<file path="src/rtl/obi_pkg.sv">
// OBI widths, request/response payload structs, strobe structs and security control struct
`default_nettype none

package obi_pkg;

  ////////////////////////////////////////////////////////////////////////////
  // Widths
  ////////////////////////////////////////////////////////////////////////////

  // Byte address, 32 bit data bus
  localparam int unsigned OBI_ADDR_W = 32;
  localparam int unsigned OBI_DATA_W = 32;

  // One byte enable per data byte
  localparam int unsigned OBI_BE_W = 4;

  // Request check word
  // 4 wdata bytes, atop, dbg, be+we, prot+memtype, 4 addr bytes
  localparam int unsigned OBI_ACHK_W = 12;

  // Response check word
  // 4 rdata bytes plus err+exokay
  localparam int unsigned OBI_RCHK_W = 5;

  // Default depth of the outstanding transaction record
  localparam int unsigned OBI_MAX_OUTSTANDING = 2;

  ////////////////////////////////////////////////////////////////////////////
  // Request channel
  ////////////////////////////////////////////////////////////////////////////

  // Request payload, shared by core side and bus side
  // On the bus side achk is filled in by the adapter
  typedef struct packed {
    logic [OBI_ADDR_W-1:0] addr;
    logic                  we;
    logic [OBI_BE_W-1:0]   be;
    logic [OBI_DATA_W-1:0] wdata;
    // Privilege/security attributes
    logic [2:0]            prot;
    // Cacheable and bufferable
    logic [1:0]            memtype;
    // Access made in debug mode
    logic                  dbg;
    // Target region is integrity protected
    logic                  integrity;
    logic [OBI_ACHK_W-1:0] achk;
  } obi_data_req_t;

  // Request strobe with its inverted parity
  typedef struct packed {
    logic req;
    logic reqpar;
  } obi_req_strobe_t;

  // Grant strobe from the bus, gntpar expected as ~gnt
  typedef struct packed {
    logic gnt;
    logic gntpar;
  } obi_gnt_strobe_t;

  ////////////////////////////////////////////////////////////////////////////
  // Response channel
  ////////////////////////////////////////////////////////////////////////////

  // Response valid strobe, rvalidpar expected as ~rvalid
  typedef struct packed {
    logic rvalid;
    logic rvalidpar;
  } obi_rvalid_strobe_t;

  // Response as seen on the bus
  typedef struct packed {
    logic [OBI_DATA_W-1:0] rdata;
    logic                  err;
    logic                  exokay;
    logic [OBI_RCHK_W-1:0] rchk;
  } obi_bus_resp_t;

  // Response towards the core, rchk replaced by the integrity result
  typedef struct packed {
    logic [OBI_DATA_W-1:0] rdata;
    logic                  err;
    logic                  exokay;
    // Any parity or rchk error tied to this response
    logic                  integrity_err;
    // Integrity flag recorded with the request
    logic                  integrity;
  } obi_data_resp_t;

  ////////////////////////////////////////////////////////////////////////////
  // Security control
  ////////////////////////////////////////////////////////////////////////////

  // Static enables, rvalid parity has no enable
  typedef struct packed {
    logic rchk_en;
    logic gntpar_chk_en;
  } obi_xsecure_ctrl_t;

endpackage

`default_nettype wire
</file>
<file path="src/rtl/data_obi_top.sv">
// Data-side OBI subsystem top wrapping the bus adapter
`default_nettype none

module data_obi_top (
  input  logic                        clk,
  input  logic                        arst_n_i,

  // Load/store unit request
  input  logic                        trans_valid_i,
  output logic                        trans_ready_o,
  input  obi_pkg::obi_data_req_t      trans_i,

  // Load/store unit response
  output logic                        resp_valid_o,
  output obi_pkg::obi_data_resp_t     resp_o,

  // Error indications towards alert logic
  output logic                        integrity_err_o,
  output logic                        protocol_err_o,

  input  obi_pkg::obi_xsecure_ctrl_t  xsecure_ctrl_i,

  // OBI bus
  output obi_pkg::obi_req_strobe_t    obi_req_o,
  output obi_pkg::obi_data_req_t      obi_req_payload_o,
  input  obi_pkg::obi_gnt_strobe_t    obi_gnt_i,
  input  obi_pkg::obi_rvalid_strobe_t obi_rvalid_i,
  input  obi_pkg::obi_bus_resp_t      obi_resp_i
);

  import obi_pkg::*;

  // Record sized for the default number of in-flight accesses
  data_obi_interface #(
    .MAX_OUTSTANDING (OBI_MAX_OUTSTANDING)
  ) u_data_obi_interface (
    .clk               (clk),
    .arst_n_i          (arst_n_i),
    .trans_valid_i     (trans_valid_i),
    .trans_ready_o     (trans_ready_o),
    .trans_i           (trans_i),
    .resp_valid_o      (resp_valid_o),
    .resp_o            (resp_o),
    .integrity_err_o   (integrity_err_o),
    .protocol_err_o    (protocol_err_o),
    .xsecure_ctrl_i    (xsecure_ctrl_i),
    .obi_req_o         (obi_req_o),
    .obi_req_payload_o (obi_req_payload_o),
    .obi_gnt_i         (obi_gnt_i),
    .obi_rvalid_i      (obi_rvalid_i),
    .obi_resp_i        (obi_resp_i)
  );

endmodule

`default_nettype wire

</file>
<file path="src/rtl/data_obi_interface.sv">
// Data-side OBI adapter with achk generation, strobe parity checks and core response forming
`default_nettype none

module data_obi_interface #(
  parameter int unsigned MAX_OUTSTANDING = obi_pkg::OBI_MAX_OUTSTANDING
) (
  input  logic                        clk,
  input  logic                        arst_n_i,

  // Core side request
  input  logic                        trans_valid_i,
  output logic                        trans_ready_o,
  input  obi_pkg::obi_data_req_t      trans_i,

  // Core side response, consumer is always ready
  output logic                        resp_valid_o,
  output obi_pkg::obi_data_resp_t     resp_o,

  output logic                        integrity_err_o,
  output logic                        protocol_err_o,

  input  obi_pkg::obi_xsecure_ctrl_t  xsecure_ctrl_i,

  // Bus side
  output obi_pkg::obi_req_strobe_t    obi_req_o,
  output obi_pkg::obi_data_req_t      obi_req_payload_o,
  input  obi_pkg::obi_gnt_strobe_t    obi_gnt_i,
  input  obi_pkg::obi_rvalid_strobe_t obi_rvalid_i,
  input  obi_pkg::obi_bus_resp_t      obi_resp_i
);

  import obi_pkg::*;

  // Request check word for the current payload
  logic [OBI_ACHK_W-1:0] achk;

  // Immediate strobe parity errors
  logic                  gntpar_err;
  logic                  rvalidpar_err;

  // Outputs of the transaction record
  logic                  gntpar_err_resp;
  logic                  integrity_resp;
  logic                  rchk_err_resp;

  ////////////////////////////////////////////////////////////////////////////
  // Request channel
  ////////////////////////////////////////////////////////////////////////////

  // Core holds the request stable until granted, so pass it straight through
  // wdata bytes, atop, dbg, be+we, prot+memtype, addr bytes
  assign achk = {
    ^trans_i.wdata[31:24],
    ^trans_i.wdata[23:16],
    ^trans_i.wdata[15:8],
    ^trans_i.wdata[7:0],
    1'b0,
    ~^trans_i.dbg,
    ~^{trans_i.be, trans_i.we},
    ~^{trans_i.prot, trans_i.memtype},
    ^trans_i.addr[31:24],
    ^trans_i.addr[23:16],
    ^trans_i.addr[15:8],
    ^trans_i.addr[7:0]
  };

  always_comb begin
    obi_req_payload_o      = trans_i;
    obi_req_payload_o.achk = achk;
  end

  assign obi_req_o.req    = trans_valid_i;
  assign obi_req_o.reqpar = ~trans_valid_i;

  assign trans_ready_o = obi_gnt_i.gnt;

  ////////////////////////////////////////////////////////////////////////////
  // Strobe parity
  ////////////////////////////////////////////////////////////////////////////

  // Parity equal to its strobe is an error
  assign gntpar_err    = (obi_gnt_i.gnt == obi_gnt_i.gntpar) && xsecure_ctrl_i.gntpar_chk_en;
  assign rvalidpar_err = (obi_rvalid_i.rvalid == obi_rvalid_i.rvalidpar);

  // Record keeps per-transaction flags until the response
  obi_integrity_fifo #(
    .MAX_OUTSTANDING (MAX_OUTSTANDING)
  ) u_obi_integrity_fifo (
    .clk               (clk),
    .arst_n_i          (arst_n_i),
    .gntpar_err_i      (gntpar_err),
    .trans_integrity_i (trans_i.integrity),
    .trans_we_i        (trans_i.we),
    .xsecure_ctrl_i    (xsecure_ctrl_i),
    .obi_req_i         (obi_req_o.req),
    .obi_gnt_i         (obi_gnt_i.gnt),
    .obi_rvalid_i      (obi_rvalid_i.rvalid),
    .obi_resp_i        (obi_resp_i),
    .gntpar_err_resp_o (gntpar_err_resp),
    .integrity_resp_o  (integrity_resp),
    .rchk_err_resp_o   (rchk_err_resp),
    .protocol_err_o    (protocol_err_o)
  );

  ////////////////////////////////////////////////////////////////////////////
  // Response channel
  ////////////////////////////////////////////////////////////////////////////

  assign resp_valid_o = obi_rvalid_i.rvalid;

  // rchk is consumed here, integrity result goes in its place
  assign resp_o.rdata         = obi_resp_i.rdata;
  assign resp_o.err           = obi_resp_i.err;
  assign resp_o.exokay        = obi_resp_i.exokay;
  assign resp_o.integrity_err = rvalidpar_err || gntpar_err_resp || rchk_err_resp;
  assign resp_o.integrity     = integrity_resp;

  // Grant parity shows up right away, response errors in the rvalid cycle
  assign integrity_err_o = rchk_err_resp || rvalidpar_err || gntpar_err;

endmodule

`default_nettype wire

</file>
<file path="src/rtl/obi_integrity_fifo.sv">
// Outstanding transaction record with response-time integrity outputs and protocol error
`default_nettype none

module obi_integrity_fifo #(
  parameter int unsigned MAX_OUTSTANDING = obi_pkg::OBI_MAX_OUTSTANDING
) (
  input  logic                      clk,
  input  logic                      arst_n_i,

  // Grant parity error of the current cycle
  input  logic                      gntpar_err_i,

  // Attributes of the request being granted
  input  logic                      trans_integrity_i,
  input  logic                      trans_we_i,

  input  obi_pkg::obi_xsecure_ctrl_t xsecure_ctrl_i,

  // Bus strobes and response
  input  logic                      obi_req_i,
  input  logic                      obi_gnt_i,
  input  logic                      obi_rvalid_i,
  input  obi_pkg::obi_bus_resp_t    obi_resp_i,

  // Results aligned to the response
  output logic                      gntpar_err_resp_o,
  output logic                      integrity_resp_o,
  output logic                      rchk_err_resp_o,

  output logic                      protocol_err_o
);

  // Pointer needs at least one bit even for a single entry
  localparam int unsigned PTR_W = (MAX_OUTSTANDING > 1) ? $clog2(MAX_OUTSTANDING) : 1;
  // Occupancy counts 0 up to MAX_OUTSTANDING
  localparam int unsigned CNT_W = $clog2(MAX_OUTSTANDING + 1);

  // What is kept per outstanding transaction
  typedef struct packed {
    logic gntpar_err;
    logic integrity;
    logic we;
  } fifo_entry_t;

  fifo_entry_t             mem_q [MAX_OUTSTANDING];
  fifo_entry_t             wr_entry;
  fifo_entry_t             rd_entry;

  logic [PTR_W-1:0]        wptr_q;
  logic [PTR_W-1:0]        rptr_q;
  logic [CNT_W-1:0]        cnt_q;

  logic                    empty;
  logic                    full;
  logic                    push;
  logic                    pop;
  logic                    rchk_err;

  ////////////////////////////////////////////////////////////////////////////
  // Push and pop
  ////////////////////////////////////////////////////////////////////////////

  assign empty = (cnt_q == '0);
  assign full  = (cnt_q == CNT_W'(MAX_OUTSTANDING));

  // Response retires the oldest entry
  assign pop = obi_rvalid_i && !empty;

  // Granted request, room made by a same-cycle pop counts
  assign push = obi_req_i && obi_gnt_i && (!full || pop);

  assign wr_entry.gntpar_err = gntpar_err_i;
  assign wr_entry.integrity  = trans_integrity_i;
  assign wr_entry.we         = trans_we_i;

  // Oldest entry, read combinationally in the rvalid cycle
  assign rd_entry = mem_q[rptr_q];

  // Entry storage
  always_ff @(posedge clk) begin
    if (push) begin
      mem_q[wptr_q] <= wr_entry;
    end
  end

  // Pointers and occupancy
  always_ff @(posedge clk or negedge arst_n_i) begin
    if (!arst_n_i) begin
      wptr_q <= '0;
      rptr_q <= '0;
      cnt_q  <= '0;
    end else begin
      if (push) begin
        wptr_q <= (wptr_q == PTR_W'(MAX_OUTSTANDING - 1)) ? '0 : wptr_q + PTR_W'(1);
      end
      if (pop) begin
        rptr_q <= (rptr_q == PTR_W'(MAX_OUTSTANDING - 1)) ? '0 : rptr_q + PTR_W'(1);
      end
      case ({push, pop})
        2'b10:   cnt_q <= cnt_q + CNT_W'(1);
        2'b01:   cnt_q <= cnt_q - CNT_W'(1);
        default: cnt_q <= cnt_q;
      endcase
    end
  end

  ////////////////////////////////////////////////////////////////////////////
  // Response-time results
  ////////////////////////////////////////////////////////////////////////////

  // Write data is undefined so only reads check rdata
  obi_rchk_check u_obi_rchk_check (
    .resp_i        (obi_resp_i),
    .check_rdata_i (!rd_entry.we),
    .rchk_err_o    (rchk_err)
  );

  // Recorded flags only leave with a matching response
  assign gntpar_err_resp_o = pop && rd_entry.gntpar_err;
  assign integrity_resp_o  = pop && rd_entry.integrity;

  // rchk only applies to integrity regions with checking enabled
  assign rchk_err_resp_o = pop && rd_entry.integrity && xsecure_ctrl_i.rchk_en && rchk_err;

  // Stray response, or a grant that cannot be recorded
  assign protocol_err_o = (obi_rvalid_i && empty) ||
                          (obi_req_i && obi_gnt_i && full && !pop);

endmodule

`default_nettype wire

</file>
<file path="src/rtl/obi_rchk_check.sv">
// Response check word calculation and compare against the received rchk
`default_nettype none

module obi_rchk_check (
  // Response as received from the bus
  input  obi_pkg::obi_bus_resp_t resp_i,
  // Set for reads, rdata of a write carries no meaning
  input  logic                   check_rdata_i,
  output logic                   rchk_err_o
);

  import obi_pkg::*;

  // Expected check word
  logic [OBI_RCHK_W-1:0] rchk_exp;
  // Bits that take part in the compare
  logic [OBI_RCHK_W-1:0] rchk_mask;
  // Mismatching bits
  logic [OBI_RCHK_W-1:0] rchk_diff;

  ////////////////////////////////////////////////////////////////////////////
  // Expected rchk
  ////////////////////////////////////////////////////////////////////////////

  // Upper four bits are even parity per rdata byte
  // Bit 0 is odd parity over err and exokay
  assign rchk_exp = {
    ^resp_i.rdata[31:24],
    ^resp_i.rdata[23:16],
    ^resp_i.rdata[15:8],
    ^resp_i.rdata[7:0],
    ~^{resp_i.err, resp_i.exokay}
  };

  ////////////////////////////////////////////////////////////////////////////
  // Compare
  ////////////////////////////////////////////////////////////////////////////

  // Data parity bits only count on reads
  // Status bit is always compared
  assign rchk_mask = {{(OBI_RCHK_W - 1){check_rdata_i}}, 1'b1};

  assign rchk_diff = (rchk_exp ^ resp_i.rchk) & rchk_mask;

  // Any masked mismatch is an error
  assign rchk_err_o = |rchk_diff;

endmodule

`default_nettype wire

</file>
<file path="config.mk">
export PLATFORM = sky130hd
export DESIGN_NAME = data_obi_top
export DESIGN_NICKNAME = d
export VERILOG_FILES = /design/src/rtl/obi_pkg.sv /design/src/rtl/data_obi_top.sv /design/src/rtl/data_obi_interface.sv /design/src/rtl/obi_integrity_fifo.sv /design/src/rtl/obi_rchk_check.sv
export SDC_FILE = /design/constraint.sdc
export NUM_CORES = 1
export LEC_CHECK = 0
export CELL_PAD_IN_SITES_DETAIL_PLACEMENT = 1
export CELL_PAD_IN_SITES_GLOBAL_PLACEMENT = 1
export CORE_AREA = 2 2 102 104
export CTS_BUF_LIST = sky130_fd_sc_hd__clkbuf_8
export CTS_CLUSTER_DIAMETER = 40
export DETAILED_ROUTE_END_ITERATION = 7
export DIE_AREA = 0 0 104 106
export DONT_BUFFER_PORTS = 1
export GPL_TIMING_DRIVEN = 0
export HOLD_SLACK_MARGIN = 0.05
export PLACE_DENSITY_LB_ADDON = 0.1
export SKIP_CTS_REPAIR_TIMING = 1
export SLEW_MARGIN = 40
export SYNTH_ARGS = -nofsm -noshare
export SYNTH_HDL_FRONTEND = slang
export SYNTH_SLANG_ARGS = --single-unit
</file>
<file path="constraint.sdc">
create_clock -name clk -period 2.4 [get_ports clk]
set_input_delay 0.12 -clock clk [delete_from_list [all_inputs] [get_ports clk]]
set_output_delay 0.12 -clock clk [all_outputs]
set_load 0.01 [all_outputs]
</file>
## After elaboration in Yosys (flattened, before gate mapping)

Memories as Yosys holds them, arrays and structs flattened.
Cells that the tools add are included.

- Bits in registers: 4
- Input bits: 136
- Memory bits (writable): 6
- Output and inout port bits: 130
- Memories: 1
- Word-level logic and storage cells: 61

- Multiplexer cells: 5
- Eq/ne operators: 5
- $add $sub $neg: 4
- Bitwise logic cells: 4
- Reductions and logical operators: 39

Memory list:

| name | depth | width | rd ports | clocked after memory_dff | write ports | RTL line | text |
|---|---|---|---|---|---|---|---|
| u_data_obi_interface.u_obi_integrity_fifo.mem_q | 2 | 3 | 1 | 0 | 1 | obi_integrity_fifo.sv:45 | `fifo_entry_t mem_q [MAX_OUTSTANDING];` |

Operators by type and width:

| cell | count |
|---|---|
| $reduce_xor 8->1 | 12 |
| $logic_and 1x1->1 | 11 |
| $reduce_xnor 5->1 | 2 |
| $logic_or 1x1->1 | 6 |
| $and 5x5->5 | 1 |
| $reduce_or 5->1 | 1 |
| $xor 5x5->5 | 1 |
| $eq 2x2->1 const B | 2 |
| $logic_not 1->1 | 4 |
| $mux 1 | 4 |
| $pmux 2 s2 | 1 |
| $add 1x1->1 const B | 2 |
| $add 2x1->2 const B | 1 |
| $eq 1x1->1 | 2 |
| $eq 2x1->1 const B | 1 |
| $logic_not 2->1 | 1 |
| $not 1->1 | 2 |
| $reduce_bool 2->1 | 1 |
| $reduce_xnor 2->1 | 1 |
| $sub 2x1->2 const B | 1 |

## Logic depth before layout (Yosys ltp)

- Depth after elaboration: 8
- Gate-level depth with buffers: 6
- Depth with buffers taken out: 6

## Cells and area by module

Synthesis repeated with hierarchy kept, for this count alone.

- Cells, all modules: 257
- Area, all modules: 2,285.9 µm²

Modules (own cells, without submodules):

| module | sequential area each (µm²) | cells an instance | area an instance (µm²) | instances |
|---|---|---|---|---|
| data_obi_interface | 0.0 | 187 | 1,473.9 | 1 |
| obi_integrity_fifo | 280.3 | 38 | 461.7 | 1 |
| obi_rchk_check | 0.0 | 32 | 350.3 | 1 |

## Worst setup path after synthesis

Ideal clock, no wire load.

- Path type: flip-flop to flip-flop
- From: reg u_data_obi_interface.u_obi_integrity_fifo.cnt_q[0]
- To: reg u_data_obi_interface.u_obi_integrity_fifo.cnt_q[1]
- Slack: 0.953 ns
- Data required time: 2.320 ns
- Path buffers: 0
- Period minus slack after synthesis: 1.447 ns
- Stages on the path, launching flop included: 5
- Setup time: 0.080 ns
- Data arrival time: 1.367 ns
- Cells stage by stage: dfrtp_1 -> o311ai_2 -> ha_1 -> nor2_1 -> xnor2_1

- Word-level cells in the longest chain between the ends: 7
- Elaborated cells on any way between the ends: 13
- Those cells by class: 2 x add/sub; 3 x eq/ne; 1 x mux; 7 x reduce/logical

Ends and longest elaborated chain:

| what | RTL line | text |
|---|---|---|
| from (decl) | obi_integrity_fifo.sv:51 | `logic [CNT_W-1:0] cnt_q;` |
| from (signal assigned) | obi_integrity_fifo.sv:100 | `2'b10: cnt_q <= cnt_q + CNT_W'(1);` |
| from (signal assigned) | obi_integrity_fifo.sv:101 | `2'b01: cnt_q <= cnt_q - CNT_W'(1);` |
| from (signal assigned) | obi_integrity_fifo.sv:102 | `default: cnt_q <= cnt_q;` |
| $logic_not 2->1 | obi_integrity_fifo.sv:63 | `assign empty = (cnt_q == '0);` |
| $logic_not 1->1 | obi_integrity_fifo.sv:67 | `assign pop = obi_rvalid_i && !empty;` |
| $logic_and 1x1->1 | obi_integrity_fifo.sv:67 |  |
| $logic_or 1x1->1 | obi_integrity_fifo.sv:70 | `assign push = obi_req_i && obi_gnt_i && (!full \|\| pop);` |
| $logic_and 1x1->1 | obi_integrity_fifo.sv:70 |  |
| $eq 2x1->1 / $eq 2x2->1 (equally long branches) | obi_integrity_fifo.sv:99 | `case ({push, pop})` |
| $pmux 2 s2 / $reduce_bool 2->1 (equally long branches) | -- |  |

Several ways; a longest one is shown, not always the timed one.
A chain may end at the register's enable or synchronous reset.

==> summary.md <==
| Metric | Value |
|---|---|
| Outcome | complete, no violations |
| Final Util | between 20% and 30% |
| Synth warn | 0 |
| Skew-Pair Late Insertion Delay | 0.23 ns |
| Peak supply drop | 0.4076 mV |
| Antenna fix cells | 0 |
| Synth cell types | 23 |
| PortBufs | 0 |
| Tcrit/Tclk final | 68.16% |
| Leading cell type in the layout, fill and taps excluded | buf_4 |
| Tmin final | between 1.5 and 2 ns |
| Kind of critical path | register to output port |
| TNS Setup | 0 ns |
| Max cap viols | 0 |
| Worst path max stage delay | 0.45 ns |
| Busiest layer in global routing | met2 |
| DRC violations left | 0 |
| Pwr dens | 477.7 nW/um^2 |
| Syn Area/Cell | 9.050 um^2 |
| Global Route met1 Usage | 8.542% |
| Final Net Count | a little under 400 |
| Vias | 1482 |
| Max FO, Critical Path | 5 |
| Crit path DAT | 1.52 ns |
| 1st-iter DRT viols | 11 |
| Longest Clk Path Bufs | 2 |
| RePlAce Congestion | 0.6909 |
| Place WS | 0.7426 ns |
| Number of global-route vias before repair | 1548 |
| GRT overflow | 0 |
| Maximum clock frequency | 611.3 MHz |
| Non-filler cells, final | ~400 |
| Max-slew violation count | 0 |
| Final hold vios | 0 |
| Worst Slack Setup Final | 0.7641 ns |
| Clock Sinks | 10 |
| Total Routed Length | 5507 um |
| Slowest cell on the critical path | dfrtp_1 |
| Clock slew seen by the registers of the worst setup and hold paths | 0.05 ns |
| Post-Synthesis Cells | 253 |
| TritonCTS clock tree | yes |
| Final setup fails | 0 |
| Unrepaired setup endpoints after global routing | false |
| Hold path cells | 2 |
| Placed cells | roughly 400 |
| Worst r2r path cells | 5 |
| Antenna Nets Post-Route | 0 |
| Fillcell total | around 1200 |
| Mapped Nets | 390 |
| Detailed Place HPWL | 5205 um |
| Total power | 1.211 mW |
| Commonest cells after routing, fill and taps aside | buf_4 (115), xnor2_1 (77), xor2_1 (14) |
| #FFs+latches synth | 10 |
| DR vias/cell | 3.742 |
| Largest net degree at the start of global routing | 7 |
| Worst setup SP type | register |
| Hold Crit Class | primary input to register |
| Post-Syn Area | about 2300 um^2 |
| Crit path capture type | output port |
| Die H | ~110 um |
| Met3 GRT Util | 3.372% |
| M2 GR Usage | 18.14% |
| Layout cell share with drive strength beyond 1 | 47.31% |
| Leakage | 1.104 nW |
| Clk_skew | roughly 0.0036 ns |
| Antenna violations before repair | 0 |
| Required time worst endpoint | approximately 2.3 ns |
| Root Buffer | clkbuf_8 |
| H-tree lvl count | 1 |
| Horiz. Die Dim | about 100 um |
| I/O pin cnt | 266 |
| Post-synthesis sequential area ratio | 12.24% |
| Worst-path cell chain | o21ai_0 > nor2_1 > o211ai_1 > o21ai_1 |
| TritonRoute pass-1 iters | 2 |
| Core region area | around 10000 um^2 |
| Num rows | 37 |
| Global-route wire length before repair | 7955 um |
| CTS buffer count | 3 |
| Area growth from synthesis to layout | 10.71% |
| Initial core utilization | 22.90% |
| Die ar. | 11020 um^2 |
| Average wire per standard cell | around 14 um |
| Total GRT Usage | about 8.8% |
-- cells by family (layout without fill, tap and decap cells) --
kind of cell               Yosys count  in the layout  synth area share [%]
buffers and inverters              120            127                 38.52
xor gates and xnor gates            98             98                 41.97
and+or+nand+nor                     12             12                 2.623
DFF                                 10             10                 12.24
AOI/OAI and AO/OA                    7              7                 2.131
muxes                                4              4                 1.803
adders and majority gates            1              1                0.5464
other                                1              1                0.1638
-- worst paths after layout --
path | startpoint | to | slack [ns]
setup / recovery | register | resp_o[1] | 0.76
max in group asynchronous | arst_n_i | u_data_obi_interface.u_obi_integrity_fifo.rptr_q$_DFFE_PN0P_ | 2.04
hold / removal | trans_valid_i | u_data_obi_interface.u_obi_integrity_fifo.wptr_q$_DFFE_PN0P_ | 0.10
setup reg to reg | register | register | 0.78
hold reg to reg | u_data_obi_interface.u_obi_integrity_fifo.wptr_q$_DFFE_PN0P_ | u_data_obi_interface.u_obi_integrity_fifo.wptr_q$_DFFE_PN0P_ | 0.50
min in group asynchronous | arst_n_i | asynchronous set/reset pin | 0.17
-- routing by layer --
metal / wire length, um / vias up / share of wire (%)
li1: - / 681 / -
met1: 1659 / 681 / 30
met2: 3202 / 120 / 58
met3: 645 / 0 / 12
met4: 0 / 0 / 0
met5: 0 / - / 0
-- sequential cells by signal, indices dropped and copies added, names as in the netlist --
name	flops
u_data_obi_interface.u_obi_integrity_fifo.rptr_q	1
u_data_obi_interface.u_obi_integrity_fifo.mem_q	6
u_data_obi_interface.u_obi_integrity_fifo.cnt_q	2
u_data_obi_interface.u_obi_integrity_fifo.wptr_q	1
-- where the power goes --
part	internal, mW	total (mW)	switching [mW]
Sequential	0.235	0.284	0.0492
Clock	0.111	0.170	0.0585
Combinational	0.416	0.757	0.341
Total	0.762	1.21	0.449
-- per-stage QoR --
step	hold slack, ns	area, um^2
finish	0.1014	2535
CTS	-0.4270	2505
global placement	-0.1754	2460
detailed placement	-0.1755	2460
global route	0.1148	2535
floorplan	-0.1756	2290
-- layout make-up --
type                    count  area (um^2)  area share, %
clock inverters             1        3.754         0.1481
well taps                 136        170.2          6.713
clock buffers               3        41.29          1.629
inverters                   5        18.77         0.7404
plain buffers             115        863.3          34.06
repair buffers              3        30.03          1.185
multi-input cells         123         1127          44.47
flip-flops and latches     10        280.3          11.06
-- Yosys cell counts --
| library cell | count | area share, % |
|---|---|---|
| o21ai_0 | 1 | 0.22 |
| o211ai_1 | 1 | 0.33 |
| edfxtp_1 | 6 | 7.9 |
| xnor2_4 | 1 | 1.2 |
| mux2_2 | 1 | 0.49 |
| nor4_2 | 1 | 0.55 |
| o21ai_1 | 2 | 0.44 |
| xnor3_2 | 1 | 1.0 |
| xor2_1 | 14 | 5.4 |
| dfrtp_1 | 4 | 4.4 |
| o311ai_2 | 1 | 0.71 |
| xnor2_1 | 77 | 29 |
| xnor3_1 | 5 | 4.9 |
| buf_4 | 115 | 38 |
| nor2b_1 | 1 | 0.27 |
| mux2i_1 | 3 | 1.3 |
| nand3_1 | 1 | 0.22 |
| nor2_1 | 8 | 1.3 |
| inv_1 | 5 | 0.82 |
| conb_1 | 1 | 0.16 |
| and2_1 | 1 | 0.27 |
| ha_1 | 1 | 0.55 |
| a21oi_1 | 2 | 0.44 |
-- worst max-delay path, delay by kind of cell (launching register included) --
family	cells	cell delay (ns)
compound gates	3	0.64
flops	1	0.45
simple gates	1	0.20
(Power assumes the default switching activity.)
